--- config.mk ---
export PLATFORM = sky130hd
export DESIGN_NAME = line_encoder_top
export DESIGN_NICKNAME = d
export VERILOG_FILES = /design/src/source/line_code_pkg.sv /design/src/source/disparity_merge.sv /design/src/source/enc_3b4b.sv /design/src/source/enc_5b6b.sv /design/src/source/line_encoder_top.sv /design/src/source/wb_symbol_port.sv
export SDC_FILE = /design/constraint.sdc
export NUM_CORES = 1
export LEC_CHECK = 0
export BUFFER_PORTS_ARGS = -buffer_cell sky130_fd_sc_hd__clkbuf_2
export CAP_MARGIN = 10
export CELL_PAD_IN_SITES_DETAIL_PLACEMENT = 1
export CELL_PAD_IN_SITES_GLOBAL_PLACEMENT = 1
export CORE_ASPECT_RATIO = 2
export CORE_MARGIN = 2
export CORE_UTILIZATION = 41
export CTS_CLUSTER_SIZE = 24
export DETAILED_ROUTE_END_ITERATION = 16
export PLACE_DENSITY = 0.86
export SYNTH_ARGS = -nofsm -noshare
export SYNTH_HDL_FRONTEND = slang
export SYNTH_SLANG_ARGS = --single-unit
export TNS_END_PERCENT = 30
--- constraint.sdc ---
create_clock -name clk -period 5.4 [get_ports clk]
set_input_delay 0.54 -clock clk [delete_from_list [all_inputs] [get_ports clk]]
set_output_delay 0.54 -clock clk [all_outputs]
set_load 0.01 [all_outputs]
--- src/source/line_code_pkg.sv ---
//--------------------------------------------------------------------------
// Widths are fixed by the 8b/10b line code and the 16-bit Wishbone port
//--------------------------------------------------------------------------

package line_code_pkg;

	// Line code widths
	localparam int CHAR_W = 8;
	localparam int CODE_W = 10;

	// Host bus
	localparam int WB_DW = 16;

	// K28.5, sent whenever nothing is pending
	localparam logic [CHAR_W-1:0] COMMA_BYTE = 8'hBC;

	// Refused control character counter, saturating
	localparam int ERR_CNT_W = 8;

	// Register map
	// REG_CHAR write: bit 8 = K, bits 7:0 = character
	// REG_STATUS read: bit 9 = buffer full, bit 8 = RD, bits 7:0 = refused count
	typedef enum logic
	{
		REG_CHAR   = 1'b0,
		REG_STATUS = 1'b1
	} reg_addr_e;

	// Wishbone port FSM
	typedef enum logic [1:0]
	{
		PORT_IDLE,
		PORT_WAIT,
		PORT_ACK,
		PORT_ERR
	} port_state_e;

endpackage

--- src/source/disparity_merge.sv ---
//--------------------------------------------------------------------------
// Code group and RD update only on advance; both reset to zero, RD negative
//--------------------------------------------------------------------------
`timescale 1ns/1ns

module disparity_merge
(
	input  logic                           clk,
	input  logic                           nreset,
	input  logic                           advance,
	input  logic                           k,
	input  logic                           y_is7,
	input  logic [5:0]                     code6_neg,
	input  logic                           neutral6,
	input  logic                           alt_neg_hint,
	input  logic                           alt_pos_hint,
	input  logic [3:0]                     code4_neg,
	input  logic [3:0]                     code4_alt_neg,
	input  logic                           neutral4,
	output logic [line_code_pkg::CODE_W-1:0] code_group,
	output logic                           rd_out
);

	logic       rd_q;
	logic [5:0] code6;
	logic       rd_mid;
	logic       use_alt;
	logic [3:0] code4_sel;
	logic [3:0] code4;
	logic       rd_next;

	always_comb
	begin
		// 6b part against the running disparity
		code6  = (rd_q && !neutral6) ? ~code6_neg : code6_neg;
		rd_mid = ($countones(code6_neg) == 3) ? rd_q : ~rd_q;

		// A7 for control .7 and for the data cases that would run five
		use_alt   = y_is7 && (k || (rd_mid ? alt_pos_hint : alt_neg_hint));
		code4_sel = use_alt ? code4_alt_neg : code4_neg;

		// 4b part against the disparity left by the 6b part
		code4   = (rd_mid && !neutral4) ? ~code4_sel : code4_sel;
		rd_next = ($countones(code4_sel) == 2) ? rd_mid : ~rd_mid;
	end

	//----------------------------------------------------------------------
	// Symbol slot register
	//----------------------------------------------------------------------
	always_ff @(posedge clk or negedge nreset)
	begin
		if (!nreset)
		begin
			code_group <= '0;
			rd_q       <= 1'b0;
		end
		else if (advance)
		begin
			// a lands in bit 9, j in bit 0
			code_group <= {code6, code4};
			rd_q       <= rd_next;
		end
	end

	assign rd_out = rd_q;

endmodule

--- src/source/enc_3b4b.sv ---
//--------------------------------------------------------------------------
// RD-minus forms only; K forms assume the port passed a legal control set
//--------------------------------------------------------------------------
`timescale 1ns/1ns

module enc_3b4b
(
	input  logic       k,
	input  logic [2:0] y3,
	output logic [3:0] code4_neg,
	output logic [3:0] code4_alt_neg,
	output logic       neutral4
);

	logic k_flip;

	// K28.1, .2, .5 and .6 use the opposite balanced form
	assign k_flip = k && ((y3 == 3'd1) || (y3 == 3'd2) || (y3 == 3'd5) || (y3 == 3'd6));

	// HGF to fghj, f in bit 3
	always_comb
	begin
		neutral4 = 1'b0;
		case (y3)
			3'd0:    code4_neg = 4'b1011;
			3'd1:
			begin
				code4_neg = 4'b1001;
				neutral4  = 1'b1;
			end
			3'd2:
			begin
				code4_neg = 4'b0101;
				neutral4  = 1'b1;
			end
			3'd3:    code4_neg = 4'b1100;
			3'd4:    code4_neg = 4'b1101;
			3'd5:
			begin
				code4_neg = 4'b1010;
				neutral4  = 1'b1;
			end
			3'd6:
			begin
				code4_neg = 4'b0110;
				neutral4  = 1'b1;
			end
			default: code4_neg = 4'b1110;
		endcase
		if (k_flip)
		begin
			code4_neg = ~code4_neg;
			neutral4  = 1'b0;
		end
	end

	// A7 only exists for y = 7
	assign code4_alt_neg = (y3 == 3'd7) ? 4'b0111 : code4_neg;

endmodule

--- src/source/enc_5b6b.sv ---
//--------------------------------------------------------------------------
// Purely combinational, RD-minus form only; the merge does the complement
//--------------------------------------------------------------------------
`timescale 1ns/1ns

module enc_5b6b
(
	input  logic       k,
	input  logic [4:0] x5,
	output logic [5:0] code6_neg,
	output logic       neutral6,
	output logic       alt_neg_hint,
	output logic       alt_pos_hint
);

	// EDCBA to abcdei, a in bit 5
	always_comb
	begin
		case (x5)
			5'd0:    code6_neg = 6'b100111;
			5'd1:    code6_neg = 6'b011101;
			5'd2:    code6_neg = 6'b101101;
			5'd3:    code6_neg = 6'b110001;
			5'd4:    code6_neg = 6'b110101;
			5'd5:    code6_neg = 6'b101001;
			5'd6:    code6_neg = 6'b011001;
			5'd7:    code6_neg = 6'b111000;
			5'd8:    code6_neg = 6'b111001;
			5'd9:    code6_neg = 6'b100101;
			5'd10:   code6_neg = 6'b010101;
			5'd11:   code6_neg = 6'b110100;
			5'd12:   code6_neg = 6'b001101;
			5'd13:   code6_neg = 6'b101100;
			5'd14:   code6_neg = 6'b011100;
			5'd15:   code6_neg = 6'b010111;
			5'd16:   code6_neg = 6'b011011;
			5'd17:   code6_neg = 6'b100011;
			5'd18:   code6_neg = 6'b010011;
			5'd19:   code6_neg = 6'b110010;
			5'd20:   code6_neg = 6'b001011;
			5'd21:   code6_neg = 6'b101010;
			5'd22:   code6_neg = 6'b011010;
			5'd23:   code6_neg = 6'b111010;
			5'd24:   code6_neg = 6'b110011;
			5'd25:   code6_neg = 6'b100110;
			5'd26:   code6_neg = 6'b010110;
			5'd27:   code6_neg = 6'b110110;
			5'd28:   code6_neg = k ? 6'b001111 : 6'b001110;
			5'd29:   code6_neg = 6'b101110;
			5'd30:   code6_neg = 6'b011110;
			default: code6_neg = 6'b101011;
		endcase
	end

	// D.07 is balanced but still alternates with disparity
	assign neutral6 = ($countones(code6_neg) == 3) && (x5 != 5'd7);

	// x values whose .7 form would give a run of five, per disparity
	assign alt_neg_hint = (x5 == 5'd17) || (x5 == 5'd18) || (x5 == 5'd20);
	assign alt_pos_hint = (x5 == 5'd11) || (x5 == 5'd13) || (x5 == 5'd14);

endmodule

--- src/source/line_encoder_top.sv ---
//--------------------------------------------------------------------------
// sym_ready is the serializer's slot strobe; one code group per high edge
//--------------------------------------------------------------------------
`timescale 1ns/1ns

module line_encoder_top
(
	input  logic                            clk,
	input  logic                            nreset,
	input  logic                            wb_cyc,
	input  logic                            wb_stb,
	input  logic                            wb_we,
	input  logic                            wb_adr,
	input  logic [line_code_pkg::WB_DW-1:0] wb_dat_w,
	output logic [line_code_pkg::WB_DW-1:0] wb_dat_r,
	output logic                            wb_ack,
	output logic                            wb_err,
	input  logic                            sym_ready,
	output logic [line_code_pkg::CODE_W-1:0] code_group,
	output logic                            rd_out
);

	logic [line_code_pkg::CHAR_W-1:0] char_data;
	logic                             char_k;
	logic                             y_is7;
	logic [5:0]                       code6_neg;
	logic                             neutral6;
	logic                             alt_neg_hint;
	logic                             alt_pos_hint;
	logic [3:0]                       code4_neg;
	logic [3:0]                       code4_alt_neg;
	logic                             neutral4;

	// HGF all ones, taken straight off the character
	assign y_is7 = (char_data[7:5] == 3'b111);

	wb_symbol_port u_port
	(
		.clk       (clk),
		.nreset    (nreset),
		.wb_cyc    (wb_cyc),
		.wb_stb    (wb_stb),
		.wb_we     (wb_we),
		.wb_adr    (wb_adr),
		.wb_dat_w  (wb_dat_w),
		.wb_dat_r  (wb_dat_r),
		.wb_ack    (wb_ack),
		.wb_err    (wb_err),
		.sym_ready (sym_ready),
		.rd_out    (rd_out),
		.char_data (char_data),
		.char_k    (char_k)
	);

	enc_5b6b u_enc6
	(
		.k            (char_k),
		.x5           (char_data[4:0]),
		.code6_neg    (code6_neg),
		.neutral6     (neutral6),
		.alt_neg_hint (alt_neg_hint),
		.alt_pos_hint (alt_pos_hint)
	);

	enc_3b4b u_enc4
	(
		.k             (char_k),
		.y3            (char_data[7:5]),
		.code4_neg     (code4_neg),
		.code4_alt_neg (code4_alt_neg),
		.neutral4      (neutral4)
	);

	disparity_merge u_merge
	(
		.clk           (clk),
		.nreset        (nreset),
		.advance       (sym_ready),
		.k             (char_k),
		.y_is7         (y_is7),
		.code6_neg     (code6_neg),
		.neutral6      (neutral6),
		.alt_neg_hint  (alt_neg_hint),
		.alt_pos_hint  (alt_pos_hint),
		.code4_neg     (code4_neg),
		.code4_alt_neg (code4_alt_neg),
		.neutral4      (neutral4),
		.code_group    (code_group),
		.rd_out        (rd_out)
	);

endmodule

--- src/source/wb_symbol_port.sv ---
//--------------------------------------------------------------------------
// Classic cycles only, one request at a time; illegal K writes end in err
//--------------------------------------------------------------------------
`timescale 1ns/1ns

module wb_symbol_port
(
	input  logic                             clk,
	input  logic                             nreset,
	input  logic                             wb_cyc,
	input  logic                             wb_stb,
	input  logic                             wb_we,
	input  logic                             wb_adr,
	input  logic [line_code_pkg::WB_DW-1:0]  wb_dat_w,
	output logic [line_code_pkg::WB_DW-1:0]  wb_dat_r,
	output logic                             wb_ack,
	output logic                             wb_err,
	input  logic                             sym_ready,
	input  logic                             rd_out,
	output logic [line_code_pkg::CHAR_W-1:0] char_data,
	output logic                             char_k
);

	line_code_pkg::port_state_e state;
	line_code_pkg::port_state_e state_next;

	logic                                req;
	logic                                wr_char;
	logic [4:0]                          wx;
	logic [2:0]                          wy;
	logic                                k_legal;
	logic                                refuse;
	logic                                load;
	logic                                buf_full;
	logic [line_code_pkg::CHAR_W-1:0]    buf_data;
	logic                                buf_k;
	logic [line_code_pkg::ERR_CNT_W-1:0] err_cnt;

	assign req     = wb_cyc && wb_stb;
	assign wr_char = wb_we && (wb_adr == line_code_pkg::REG_CHAR);
	assign wx      = wb_dat_w[4:0];
	assign wy      = wb_dat_w[7:5];

	// K28.y, or K23/27/29/30 with y = 7
	assign k_legal = !wb_dat_w[8] || (wx == 5'd28) || ((wy == 3'd7) &&
		((wx == 5'd23) || (wx == 5'd27) || (wx == 5'd29) || (wx == 5'd30)));
	assign refuse  = (state == line_code_pkg::PORT_IDLE) && req && wr_char && !k_legal;

	always_comb
	begin
		state_next = state;
		load       = 1'b0;
		case (state)
			line_code_pkg::PORT_IDLE:
			begin
				if (req)
				begin
					if (!wr_char)
						state_next = line_code_pkg::PORT_ACK;
					else if (!k_legal)
						state_next = line_code_pkg::PORT_ERR;
					else if (!buf_full || sym_ready)
					begin
						load       = 1'b1;
						state_next = line_code_pkg::PORT_ACK;
					end
					else
						state_next = line_code_pkg::PORT_WAIT;
				end
			end
			// Buffer frees on the next sym_ready edge
			line_code_pkg::PORT_WAIT:
			begin
				if (sym_ready)
				begin
					load       = 1'b1;
					state_next = line_code_pkg::PORT_ACK;
				end
			end
			default: state_next = line_code_pkg::PORT_IDLE;
		endcase
	end

	always_ff @(posedge clk or negedge nreset)
	begin
		if (!nreset)
		begin
			state    <= line_code_pkg::PORT_IDLE;
			buf_full <= 1'b0;
			err_cnt  <= '0;
		end
		else
		begin
			state <= state_next;
			if (load)
				buf_full <= 1'b1;
			else if (sym_ready)
				buf_full <= 1'b0;
			if (refuse && (err_cnt != '1))
				err_cnt <= err_cnt + 1'b1;
		end
	end

	always_ff @(posedge clk)
	begin
		if (load)
		begin
			buf_data <= wb_dat_w[7:0];
			buf_k    <= wb_dat_w[8];
		end
	end

	// Comma fills every empty slot
	assign char_data = buf_full ? buf_data : line_code_pkg::COMMA_BYTE;
	assign char_k    = buf_full ? buf_k : 1'b1;

	assign wb_ack   = (state == line_code_pkg::PORT_ACK);
	assign wb_err   = (state == line_code_pkg::PORT_ERR);
	assign wb_dat_r = wb_ack ? {{(line_code_pkg::WB_DW - line_code_pkg::ERR_CNT_W - 2){1'b0}},
		buf_full, rd_out, err_cnt} : '0;

endmodule

Word level (Yosys, flattened, before mapping). Index checks and enable logic that the tools add are counted.

RAM bits: 0. Memories: 0. Word-level logic and storage cells: 141. Register bits after elaboration: 31. Latch bits: 0. Memory bits (read-only): 0.

Divide/modulo/power cells: 0. Bitwise gates (word level): 6. Multipliers: 0. $lt $le $gt $ge: 0. Mux-type cells: 30. Eq/ne operators: 52. Reduce and logical (&&, ||, !) cells: 37. Add/subtract/negate cells: 9. Shifts and indexed selects: 0.

Operators by type and width (number): case mux 6 bit (31 select lines) (1); == test 5 bit, second input constant (20); adder 32 bit (3); == test 32 x 3 -> 1 bit, second input constant (2); == test 5 x 4 -> 1 bit, second input constant (8); case mux 4 bit (7 select lines) (1); == test 5 x 3 -> 1 bit, second input constant (4); two-way mux 4 bit (4); == test 3 bit, second input constant (5); logical OR 1 bit (14); two-way mux 1 bit (14); logical AND 1 bit (12); adder 1 x 1 -> 2 bit (5); == test 5 x 2 -> 1 bit, second input constant (2); two-way mux 10 bit (1); two-way mux 2 bit (5); adder 8 x 1 -> 8 bit, second input constant (1); two-way mux 8 bit (1); != test 8 bit, second input constant (1); inverter 4 bit (2); == test 3 x 2 -> 1 bit, second input constant (2); two-way mux 6 bit (1); inverter 6 bit (1); == test 5 x 1 -> 1 bit, second input constant (1); 16 further kinds (23).

Longest topological paths before layout. Gate-level depths: netlist of the first run.

Word-level depth: 16. Gate-level depth with buffers: 20. Gate-level depth less buffers: 19.

Cells and area by module. From an unflattened synthesis of the first run, not the netlist that was laid out.

Cell total of the unflattened synthesis: 287. Area, all modules: 2678.8 µm².

By module, submodules not included: wb_symbol_port (area an instance 1103.6 µm², times used 1, seq. area each 545.5 µm², cells an instance 98); disparity_merge (area an instance 952.2 µm², times used 1, seq. area each 275.3 µm², cells an instance 97); enc_5b6b (area an instance 451.7 µm², times used 1, seq. area each 0.0 µm², cells an instance 65); enc_3b4b (area an instance 165.2 µm², times used 1, seq. area each 0.0 µm², cells an instance 26); line_encoder_top (area an instance 6.3 µm², times used 1, seq. area each 0.0 µm², cells an instance 1).

Worst setup path before layout of the first run. OpenSTA, ideal clock, no wires.

Kind: register to register. Start: reg u_port.buf_data[2] (netlist name). End: reg u_merge.rd_q (netlist: u_merge.rd_out). Setup time: 0.129 ns. Setup slack: 0.768 ns. Arrival time: 4.503 ns. Period minus slack after synthesis: 4.632 ns. Cell stages (with the launch flop): 20. Cell sequence: edfxtp_1 buf_4 buf_2 nor4b_1 a21oi_1 o221a_2 ha_1 fa_1 ha_1 and4bb_2 xnor2_1 mux2i_1 a21oi_1 ha_1 ha_1 fa_1 nand2_1 xnor2_1 nand2_1 xnor2_1.

Word-level cells in the longest chain between the ends: 16. Elaborated cells between the ends (all ways): 54. Classes of those cells: add/sub (8); eq/ne (32); mux (6); bitwise (1); reduce/logical (7).

RTL lines: start: declaration (RTL line wb_symbol_port.sv:35) `logic [line_code_pkg::CHAR_W-1:0] buf_data;`; start signal: assignment (RTL line wb_symbol_port.sv:108) `buf_data <= wb_dat_w[7:0];`; two-way mux 8 bit * (RTL line wb_symbol_port.sv:114) `assign char_data = buf_full ? buf_data : line_code_pkg::COMMA_BYTE;`; == test 5 bit, or another cell as far along (RTL line enc_5b6b.sv:19) `case (x5)`; case mux 6 bit (31 select lines) (RTL line enc_5b6b.sv:19); adder 1 x 1 -> 2 bit (implied by the code) (RTL line disparity_merge.sv:36) `rd_mid = ($countones(code6_neg) == 3) ? rd_q : ~rd_q;`; adder 32 bit (implied by the code) (2 in series) (RTL line disparity_merge.sv:36); == test 32 x 3 -> 1 bit (RTL line disparity_merge.sv:36); two-way mux 1 bit (RTL line disparity_merge.sv:36); two-way mux 1 bit (RTL line disparity_merge.sv:39) `use_alt = y_is7 && (k || (rd_mid ? alt_pos_hint : alt_neg_hint));`; logical OR 1 bit (RTL line disparity_merge.sv:39); logical AND 1 bit (RTL line disparity_merge.sv:39); two-way mux 4 bit (RTL line disparity_merge.sv:40) `code4_sel = use_alt ? code4_alt_neg : code4_neg;`; adder 1 x 1 -> 2 bit (implied by the code) (RTL line disparity_merge.sv:44) `rd_next = ($countones(code4_sel) == 2) ? rd_mid : ~rd_mid;`; adder 32 bit (implied by the code) (RTL line disparity_merge.sv:44); == test 32 x 3 -> 1 bit (RTL line disparity_merge.sv:44); two-way mux 1 bit * (RTL line disparity_merge.sv:44); end signal: assignment (RTL line disparity_merge.sv:61) `rd_q <= rd_next;`; end: declaration (RTL line disparity_merge.sv:24) `logic rd_q;`.

Mark *: on every way between the ends. The rest lies on a longest branch, timed or not. A chain may end at the register's enable or synchronous reset.

Worst setup path after layout of the first run.
Start: reg u_port.buf_data[0] (netlist name). End: reg u_merge.rd_q (netlist: u_merge.rd_out).

Same word-level chain as after synthesis.

==> results of run 1 <==
==> layout make-up <==
| cell class | count | area, µm² | area share [%] |
|---|---|---|---|
| clock buffers | 7 | 108 | 4.04 |
| clock inverters | 1 | 5.00 | 0.188 |
| inverters | 8 | 30.0 | 1.13 |
| multi-input cells | 185 | 1300 | 48.8 |
| flip-flops and latches | 31 | 821 | 30.8 |
| well taps | 60 | 75.1 | 2.82 |
| repair buffers | 56 | 325 | 12.2 |
==> layout by cell type, fill, tap and decap left out, drive strengths merged, types with 4 or more instances in the layout <==
cell type,count
xnor2,8
a31oi,4
conb,6
dfrtp,22
inv,8
nand3,12
a211oi,4
nor4,5
a21oi,14
ha,8
edfxtp,9
nor2b,5
clkbuf,45
xor2,10
o21ai,7
and2,12
nor2,11
buf,18
nor3,10
o31ai,5
nand2,18
==> layer usage <==
layer  track usage, %  up-vias
li1                 -      955
met1             19.0     1009
met2             40.8       47
met3             2.97       24
met4             16.7        0
met5                0        -
==> metrics by stage <==
step	std cells	power [W]	instance area [µm²]	worst slack (ns)	hold slack, ns
final	348	0.000801	2660	0.259	0.227
after global routing	348	0.000847	2660	0.00863	0.266
after CTS	342	0.000802	2610	0.104	0.237
after detailed placement	334	0.000574	2490	0.266	0.486
after global placement	334	0.000560	2490	0.411	0.472
after floorplan	247	0.000479	2260	0.768	0.244
==> power groups by stage <==
| stage | Clock [W] | Combinational, W | Sequential [W] |
|---|---|---|---|
| 5_1_grt | 0.000234 | 0.000272 | 0.000340 |
| 3_3_place_gp | 0 | 0.000226 | 0.000334 |
| 2_1_floorplan | 0 | 0.000138 | 0.000341 |
| 3_5_place_dp | 0 | 0.000238 | 0.000336 |
| 6_report | 0.000222 | 0.000246 | 0.000332 |
| 4_1_cts | 0.000224 | 0.000245 | 0.000333 |
==> flip-flops by register name, indices dropped and copies added (netlist names) <==
signal and cells:
u_merge.code_group 10, u_merge.rd_out 1, u_port.buf_data 8, u_port.buf_full 1, u_port.buf_k 1, u_port.err_cnt 8, u_port.state 2
==> synthesized netlist by cell type (4+ instances only) <==
| cell type | number | area, µm² |
|---|---|---|
| sky130_fd_sc_hd__nor2_1 | 11 | 41.3 |
| sky130_fd_sc_hd__and2_1 | 12 | 75.1 |
| sky130_fd_sc_hd__o21ai_0 | 6 | 30.0 |
| sky130_fd_sc_hd__xor2_1 | 10 | 87.6 |
| sky130_fd_sc_hd__edfxtp_1 | 9 | 270 |
| sky130_fd_sc_hd__o31ai_1 | 4 | 30.0 |
| sky130_fd_sc_hd__nor2b_1 | 5 | 31.3 |
| sky130_fd_sc_hd__dfrtp_1 | 22 | 551 |
| sky130_fd_sc_hd__a211oi_1 | 4 | 30.0 |
| sky130_fd_sc_hd__nor3_1 | 9 | 45.0 |
| sky130_fd_sc_hd__buf_4 | 7 | 52.6 |
| sky130_fd_sc_hd__buf_2 | 8 | 40.0 |
| sky130_fd_sc_hd__a31oi_1 | 4 | 25.0 |
| sky130_fd_sc_hd__nand3_1 | 12 | 60.1 |
| sky130_fd_sc_hd__inv_1 | 8 | 30.0 |
| sky130_fd_sc_hd__clkbuf_1 | 8 | 30.0 |
| sky130_fd_sc_hd__nand2_1 | 18 | 67.6 |
| sky130_fd_sc_hd__ha_1 | 8 | 100 |
| sky130_fd_sc_hd__xnor2_1 | 8 | 70.1 |
| sky130_fd_sc_hd__a21oi_1 | 14 | 70.1 |
| sky130_fd_sc_hd__nor4_1 | 5 | 31.3 |
==> cell families (layout without fill, tap and decap cells) <==
group	after synthesis	in the layout	share of synthesized area, %
buffers and inverters	31	72	6.80
AND/OR/NAND/NOR	89	89	21.6
adder cells (fa/ha/maj)	12	12	7.59
multiplexers	4	4	2.12
other	1	6	0.167
flip-flops	31	31	36.6
AO/OA/AOI/OAI	56	56	18.1
XOR/XNOR	18	18	7.03
==> timing repair <==
action                                  CTS  global route
endpoints found under the setup margin    0             1
setup buffers                             0             6
gates resized for setup                   0             2
hold buffers                              0             0
==> worst max path at each step <==
stage / start / endpoint / slack (ns) / cells past startpoint
floorplan: u_port.buf_data[2] / u_merge.rd_out / 0.77 / 19
global route: u_port.buf_data[0] / u_merge.rd_out / 0.009 / 19
finish: u_port.buf_data[0] / u_merge.rd_out / 0.26 / 20
detailed placement: u_port.buf_data[2] / u_merge.rd_out / 0.27 / 20
CTS: u_port.buf_data[2] / u_merge.rd_out / 0.10 / 20
global placement: u_port.buf_data[3] / u_merge.rd_out / 0.41 / 19
==> flow_summary.toml, run 1 <==
[detailed_routing]
routed_wirelength_um = 6280
drtPass1Iterations = 4
ant_nets = 0
drt-met1-wl_um = 2070
post_drt_wl_per_cell_um = 18.0
route.detailed.vias_per_inst = 5.85
num_vias = 2035
detail_route.drc_violations = 0
routed-wl-met2_um = 3670
met3RoutedLength_um = 175
maxUsedRoutingLayer = "met4"
drtIter0Drc = 40

[synthesis]
postSynth.topFlopCell = "sky130_fd_sc_hd__dfrtp_1"
post_synth_instance_area_um2 = 2240
synth_edf_count = 9
synth.distinct_cells = 57
syn-instance-count = 242
postSynth.asyncResetShare_pct = 71.0
synth.avg_cell_area_um2 = 9.27
yosys_warnings = 0
yosys_register_bits = 31
yosysSeqAreaShare_pct = 36.6

[outcome]
outcome = "completed"

[worst_setup_path]
crit_path_top_delay_cell = "sky130_fd_sc_hd__edfxtp_1"
cp_top_family = "adder cells"
critPathMaxFanout = 12
cp-end-kind = "flip-flop"
critical-path-top-cell-by-count = "sky130_fd_sc_hd__ha_1"
worstPathBufferInverterCount = 2
cp-start-kind = "flip-flop"
worst-endpoint-required_ns = 5.57
cp_cell_sequence = "buf_4, o21ai_0, a21oi_1, o31ai_1, buf_4, ha_1, fa_1, ha_1, and4bb_2, xnor2_2, mux2i_2, a21oi_1, ha_1, ha_1, fa_1, nor2_1, nand2_1, xnor2_1, nand2_1, xnor2_1"
worstReg2RegStart = "u_port.buf_data[0]"
critical_path.reg2reg.endpoint = "u_merge.rd_out"
worstSetupPathType = "flip-flop to flip-flop"
critical_path_arrival_ns = 5.31
worst_reg2reg_path_depth = 20
reg2reg_setup_slack_ns = 0.26
slowest_delay_ns = 0.47

[global_routing]
grt_antenna_before_repair = 0
grt_pass1_vias = 2145
grt_first_pass_wirelength_um = 9980
maximum_number_of_pins_on_one_net_before_global_route_repair = 23
grt_overflow_total = 0
global_route.usage.total_pct = 21.2

[power]
clockPowerShare_pct = 27.7
power-per-cell-area_nw_per_um2 = 301
power_switching_share_pct = 33.8
ir_drop_uv = 273
cellInternalPower_w = 0.000530
power.share.combinational_pct = 30.8
p_leak_nw = 1.19
switchingPower_w = 0.000271
p_seq_share_pct = 41.5

[clocking]
clk_pin_slew_worst_paths_ns = 0.07
cts-root-buf = "sky130_fd_sc_hd__clkbuf_8"
cts_tree = "built"
cts_made_buffers = 5
clk-insertion-delay-late_ns = 0.29
clock_tree.buffer_depth = 2
clkSinkCount = 31
cts.htree.levels = 2

[die]
design.core.area_um2 = 5370
dieHeight_um = 109
die_width_um = 56.3
initial_core_util_pct = 41.8
core.rowCount = 38
dieArea_um2 = 6120
io-pin-count = 52

[timing]
max_slew.worst_pin.slew_ns = 0.935
timing_hold_violations_final = 0
relSlewSlack_pct = 37.6
setup-tns-final_ns = 0
maxSlewViolCount = 0
min_period_ns = 5.14
rsz_0062_raised_after_global_routing = "false"
achievable-frequency_ghz = 0.195
final.setup_skew_ns = 0.00909
report.final.setup_viol = 0
post-route-period-util_pct = 95.2

[min_path]
path_type_of_the_worst_min_delay_path = "input port to asynchronous set/reset pin"

[cells_and_area]
fillerInstances = 645
antenna_cells = 0
area_delta_synth_final_pct = 18.7
finalCoreUtilization_pct = 49.6
final_layout_size_suffix_gt1_share_pct = 26.7
design.final.nets = 321

[placement]
post-dp-hpwl_um = 4530
finalWeightedCongestion = 0.817
portBuffers = 38

[run]
max_cap_viol_count = 0
No activity file was read; power rests on OpenSTA's default activity.
==> inputs of run 2 (changes only) <==
- CELL_PAD_IN_SITES_DETAIL_PLACEMENT: 1 -> not set
- CELL_PAD_IN_SITES_GLOBAL_PLACEMENT: 1 -> not set
- CORE_UTILIZATION: 41 -> 54
- PLACE_DENSITY: 0.86 -> 0.85
==> flow_summary.toml, run 2 (synthesized netlist as in run 1, its figures left out) <==
[worst_setup_path]
slowest_delay_ns = 0.59
crit_path_top_delay_cell = "sky130_fd_sc_hd__edfxtp_1"
cp-start-kind = "flip-flop"
worstSetupPathType = "flip-flop to flip-flop"
critical-path-top-cell-by-count = "sky130_fd_sc_hd__ha_1"
worst-endpoint-required_ns = 5.57
cp_cell_sequence = "nand2b_1, a221oi_1, a2111oi_0, buf_4, or2_1, ha_1, fa_1, ha_1, and4bb_2, xnor2_1, mux2i_1, a21oi_1, ha_1, ha_1, fa_1, nor2_1, nand2_1, xnor2_1, nand2_1, xnor2_1"
worst_reg2reg_path_depth = 20
cp-end-kind = "flip-flop"
critPathMaxFanout = 14
critical_path_arrival_ns = 5.21

[die]
dieHeight_um = 95.2
io-pin-count = 52
initial_core_util_pct = 55.4
dieArea_um2 = 4720
core.rowCount = 33
design.core.area_um2 = 4050
die_width_um = 49.6

[power]
power.share.combinational_pct = 29.2
switchingPower_w = 0.000253
cellInternalPower_w = 0.000524
power_switching_share_pct = 32.5
clockPowerShare_pct = 28.1
p_seq_share_pct = 42.7
power-per-cell-area_nw_per_um2 = 302
pnr_total_power_w = 0.000777
p_leak_nw = 1.14
ir_drop_uv = 301

[timing]
setup-tns-final_ns = 0
final.setup_skew_ns = 0.00662
max_slew.worst_pin.slew_ns = 0.909
rsz_0062_raised_after_global_routing = "false"
min_period_ns = 5.04
timing_hold_violations_final = 0
achievable-frequency_ghz = 0.198
post-route-period-util_pct = 93.4
maxSlewViolCount = 0
relSlewSlack_pct = 39.4
report.final.setup_viol = 0

[detailed_routing]
post_drt_wl_per_cell_um = 14.7
ant_nets = 0
routed_wirelength_um = 4840
detail_route.drc_violations = 0
drtPass1Iterations = 4
num_vias = 1923
route.detailed.vias_per_inst = 5.83
drtIter0Drc = 74

[clocking]
clkSinkCount = 31
cts-root-buf = "sky130_fd_sc_hd__clkbuf_8"
cts_tree = "built"
cts_setup_buffers = 0
hold_buffers = 0
clk_pin_slew_worst_paths_ns = 0.07
clock_tree.buffer_depth = 2
cts.htree.levels = 2
postCtsResizedCells = 0
clk-insertion-delay-late_ns = 0.29
cts_made_buffers = 5

[cells_and_area]
area_delta_synth_final_pct = 14.4
finish.cell_count_without_fillers = 330
fillerInstances = 382
top_register = "u_merge.code_group"
final_layout_size_suffix_gt1_share_pct = 23.4
leading_cell_type_in_the_layout_fill_and_taps_excluded = "sky130_fd_sc_hd__clkbuf_2"
design.final.nets = 311
antenna_cells = 0
reg.largest.list = "u_merge.code_group: 10 flops, u_port.buf_data: 8 flops, u_port.err_cnt: 8 flops"
final_cell_mix = "38 x sky130_fd_sc_hd__clkbuf_2, 22 x sky130_fd_sc_hd__dfrtp_1, 18 x sky130_fd_sc_hd__nand2_1"
largest_register_ffs = 10

[global_routing]
grt_pass1_vias = 1828
grt_first_pass_wirelength_um = 8040
global_route.usage.total_pct = 22.2
maximum_number_of_pins_on_one_net_before_global_route_repair = 23
grt_overflow_total = 0
grt_antenna_before_repair = 0

[run]
max_cap_viol_count = 0

[placement]
portBuffers = 38
dpl.cell_count = 321
finalWeightedCongestion = 0.826
post-dp-hpwl_um = 3740

[outcome]
outcome = "completed"

[min_path]
path_type_of_the_worst_min_delay_path = "input port to asynchronous set/reset pin"
## run 2: changes by cell type in the layout (fill, tap and decap cells not counted), sizes merged
cell / delta
clkbuf: +1
buf: -11
## run 2: worst paths after layout
| path | to | slack (ns) | startpoint |
|---|---|---|---|
| hold / removal | u_merge.code_group[9] | 0.22 | nreset |
| setup / recovery | u_merge.rd_out | 0.36 | u_port.buf_data[3] |
| min in group clk | u_port.buf_data[5] | 0.44 | wb_dat_w[5] |
| hold reg to reg | u_port.err_cnt[6] | 0.49 | u_port.err_cnt[6] |
| max in group asynchronous | u_port.err_cnt[0] | 4.82 | nreset |
| setup reg to reg | u_merge.rd_out | 0.36 | u_port.buf_data[3] |
## run 2: critical path, delay by kind of cell, from the launching register on
family	cells	cell delay, ns
adder cells (fa/ha/maj)	6	1.81
AND/OR/NAND/NOR	6	0.91
flip-flops	1	0.59
XOR/XNOR	3	0.58
AO/OA/AOI/OAI	3	0.53
multiplexers	1	0.34
buffers and inverters	1	0.18
## run 2: per-layer routing
metal | up-vias | GRT usage, % | wire, µm
met5 | - | 0 | 0
met3 | 14 | 2.66 | 171
li1 | 941 | - | -
met4 | 0 | 12.3 | 180
met1 | 910 | 21.2 | 1650
met2 | 58 | 43.9 | 2840
## run 2: power groups by stage
stage / clock network (W) / registers, W / logic [W]
after floorplan: 0 / 0.000341 / 0.000138
after global placement: 0 / 0.000333 / 0.000219
after detailed placement: 0 / 0.000337 / 0.000226
after CTS: 0.000220 / 0.000333 / 0.000228
after global routing: 0.000231 / 0.000340 / 0.000251
final: 0.000218 / 0.000332 / 0.000227
## run 2: area by class of cell
type	instances	area (µm²)	area share (%)
multi-input cells	185	1290	50.2
clock buffers	7	108	4.19
well taps	52	65.1	2.53
repair buffers	46	250	9.75
flip-flops and latches	31	821	32.0
inverters	8	30.0	1.17
clock inverters	1	5.00	0.195
## run 2: metrics by stage
stage / hold WS (ns) / setup WS, ns / instance area, µm² / utilization (%)
after CTS: 0.234 / 0.342 / 2560 / 63.3
final: 0.216 / 0.358 / 2570 / 63.5
after floorplan: 0.244 / 0.768 / 2260 / -
after global routing: 0.265 / 0.0518 / 2570 / 63.5
after detailed placement: 0.482 / 0.341 / 2450 / 60.5
after global placement: 0.472 / 0.361 / 2450 / 60.5
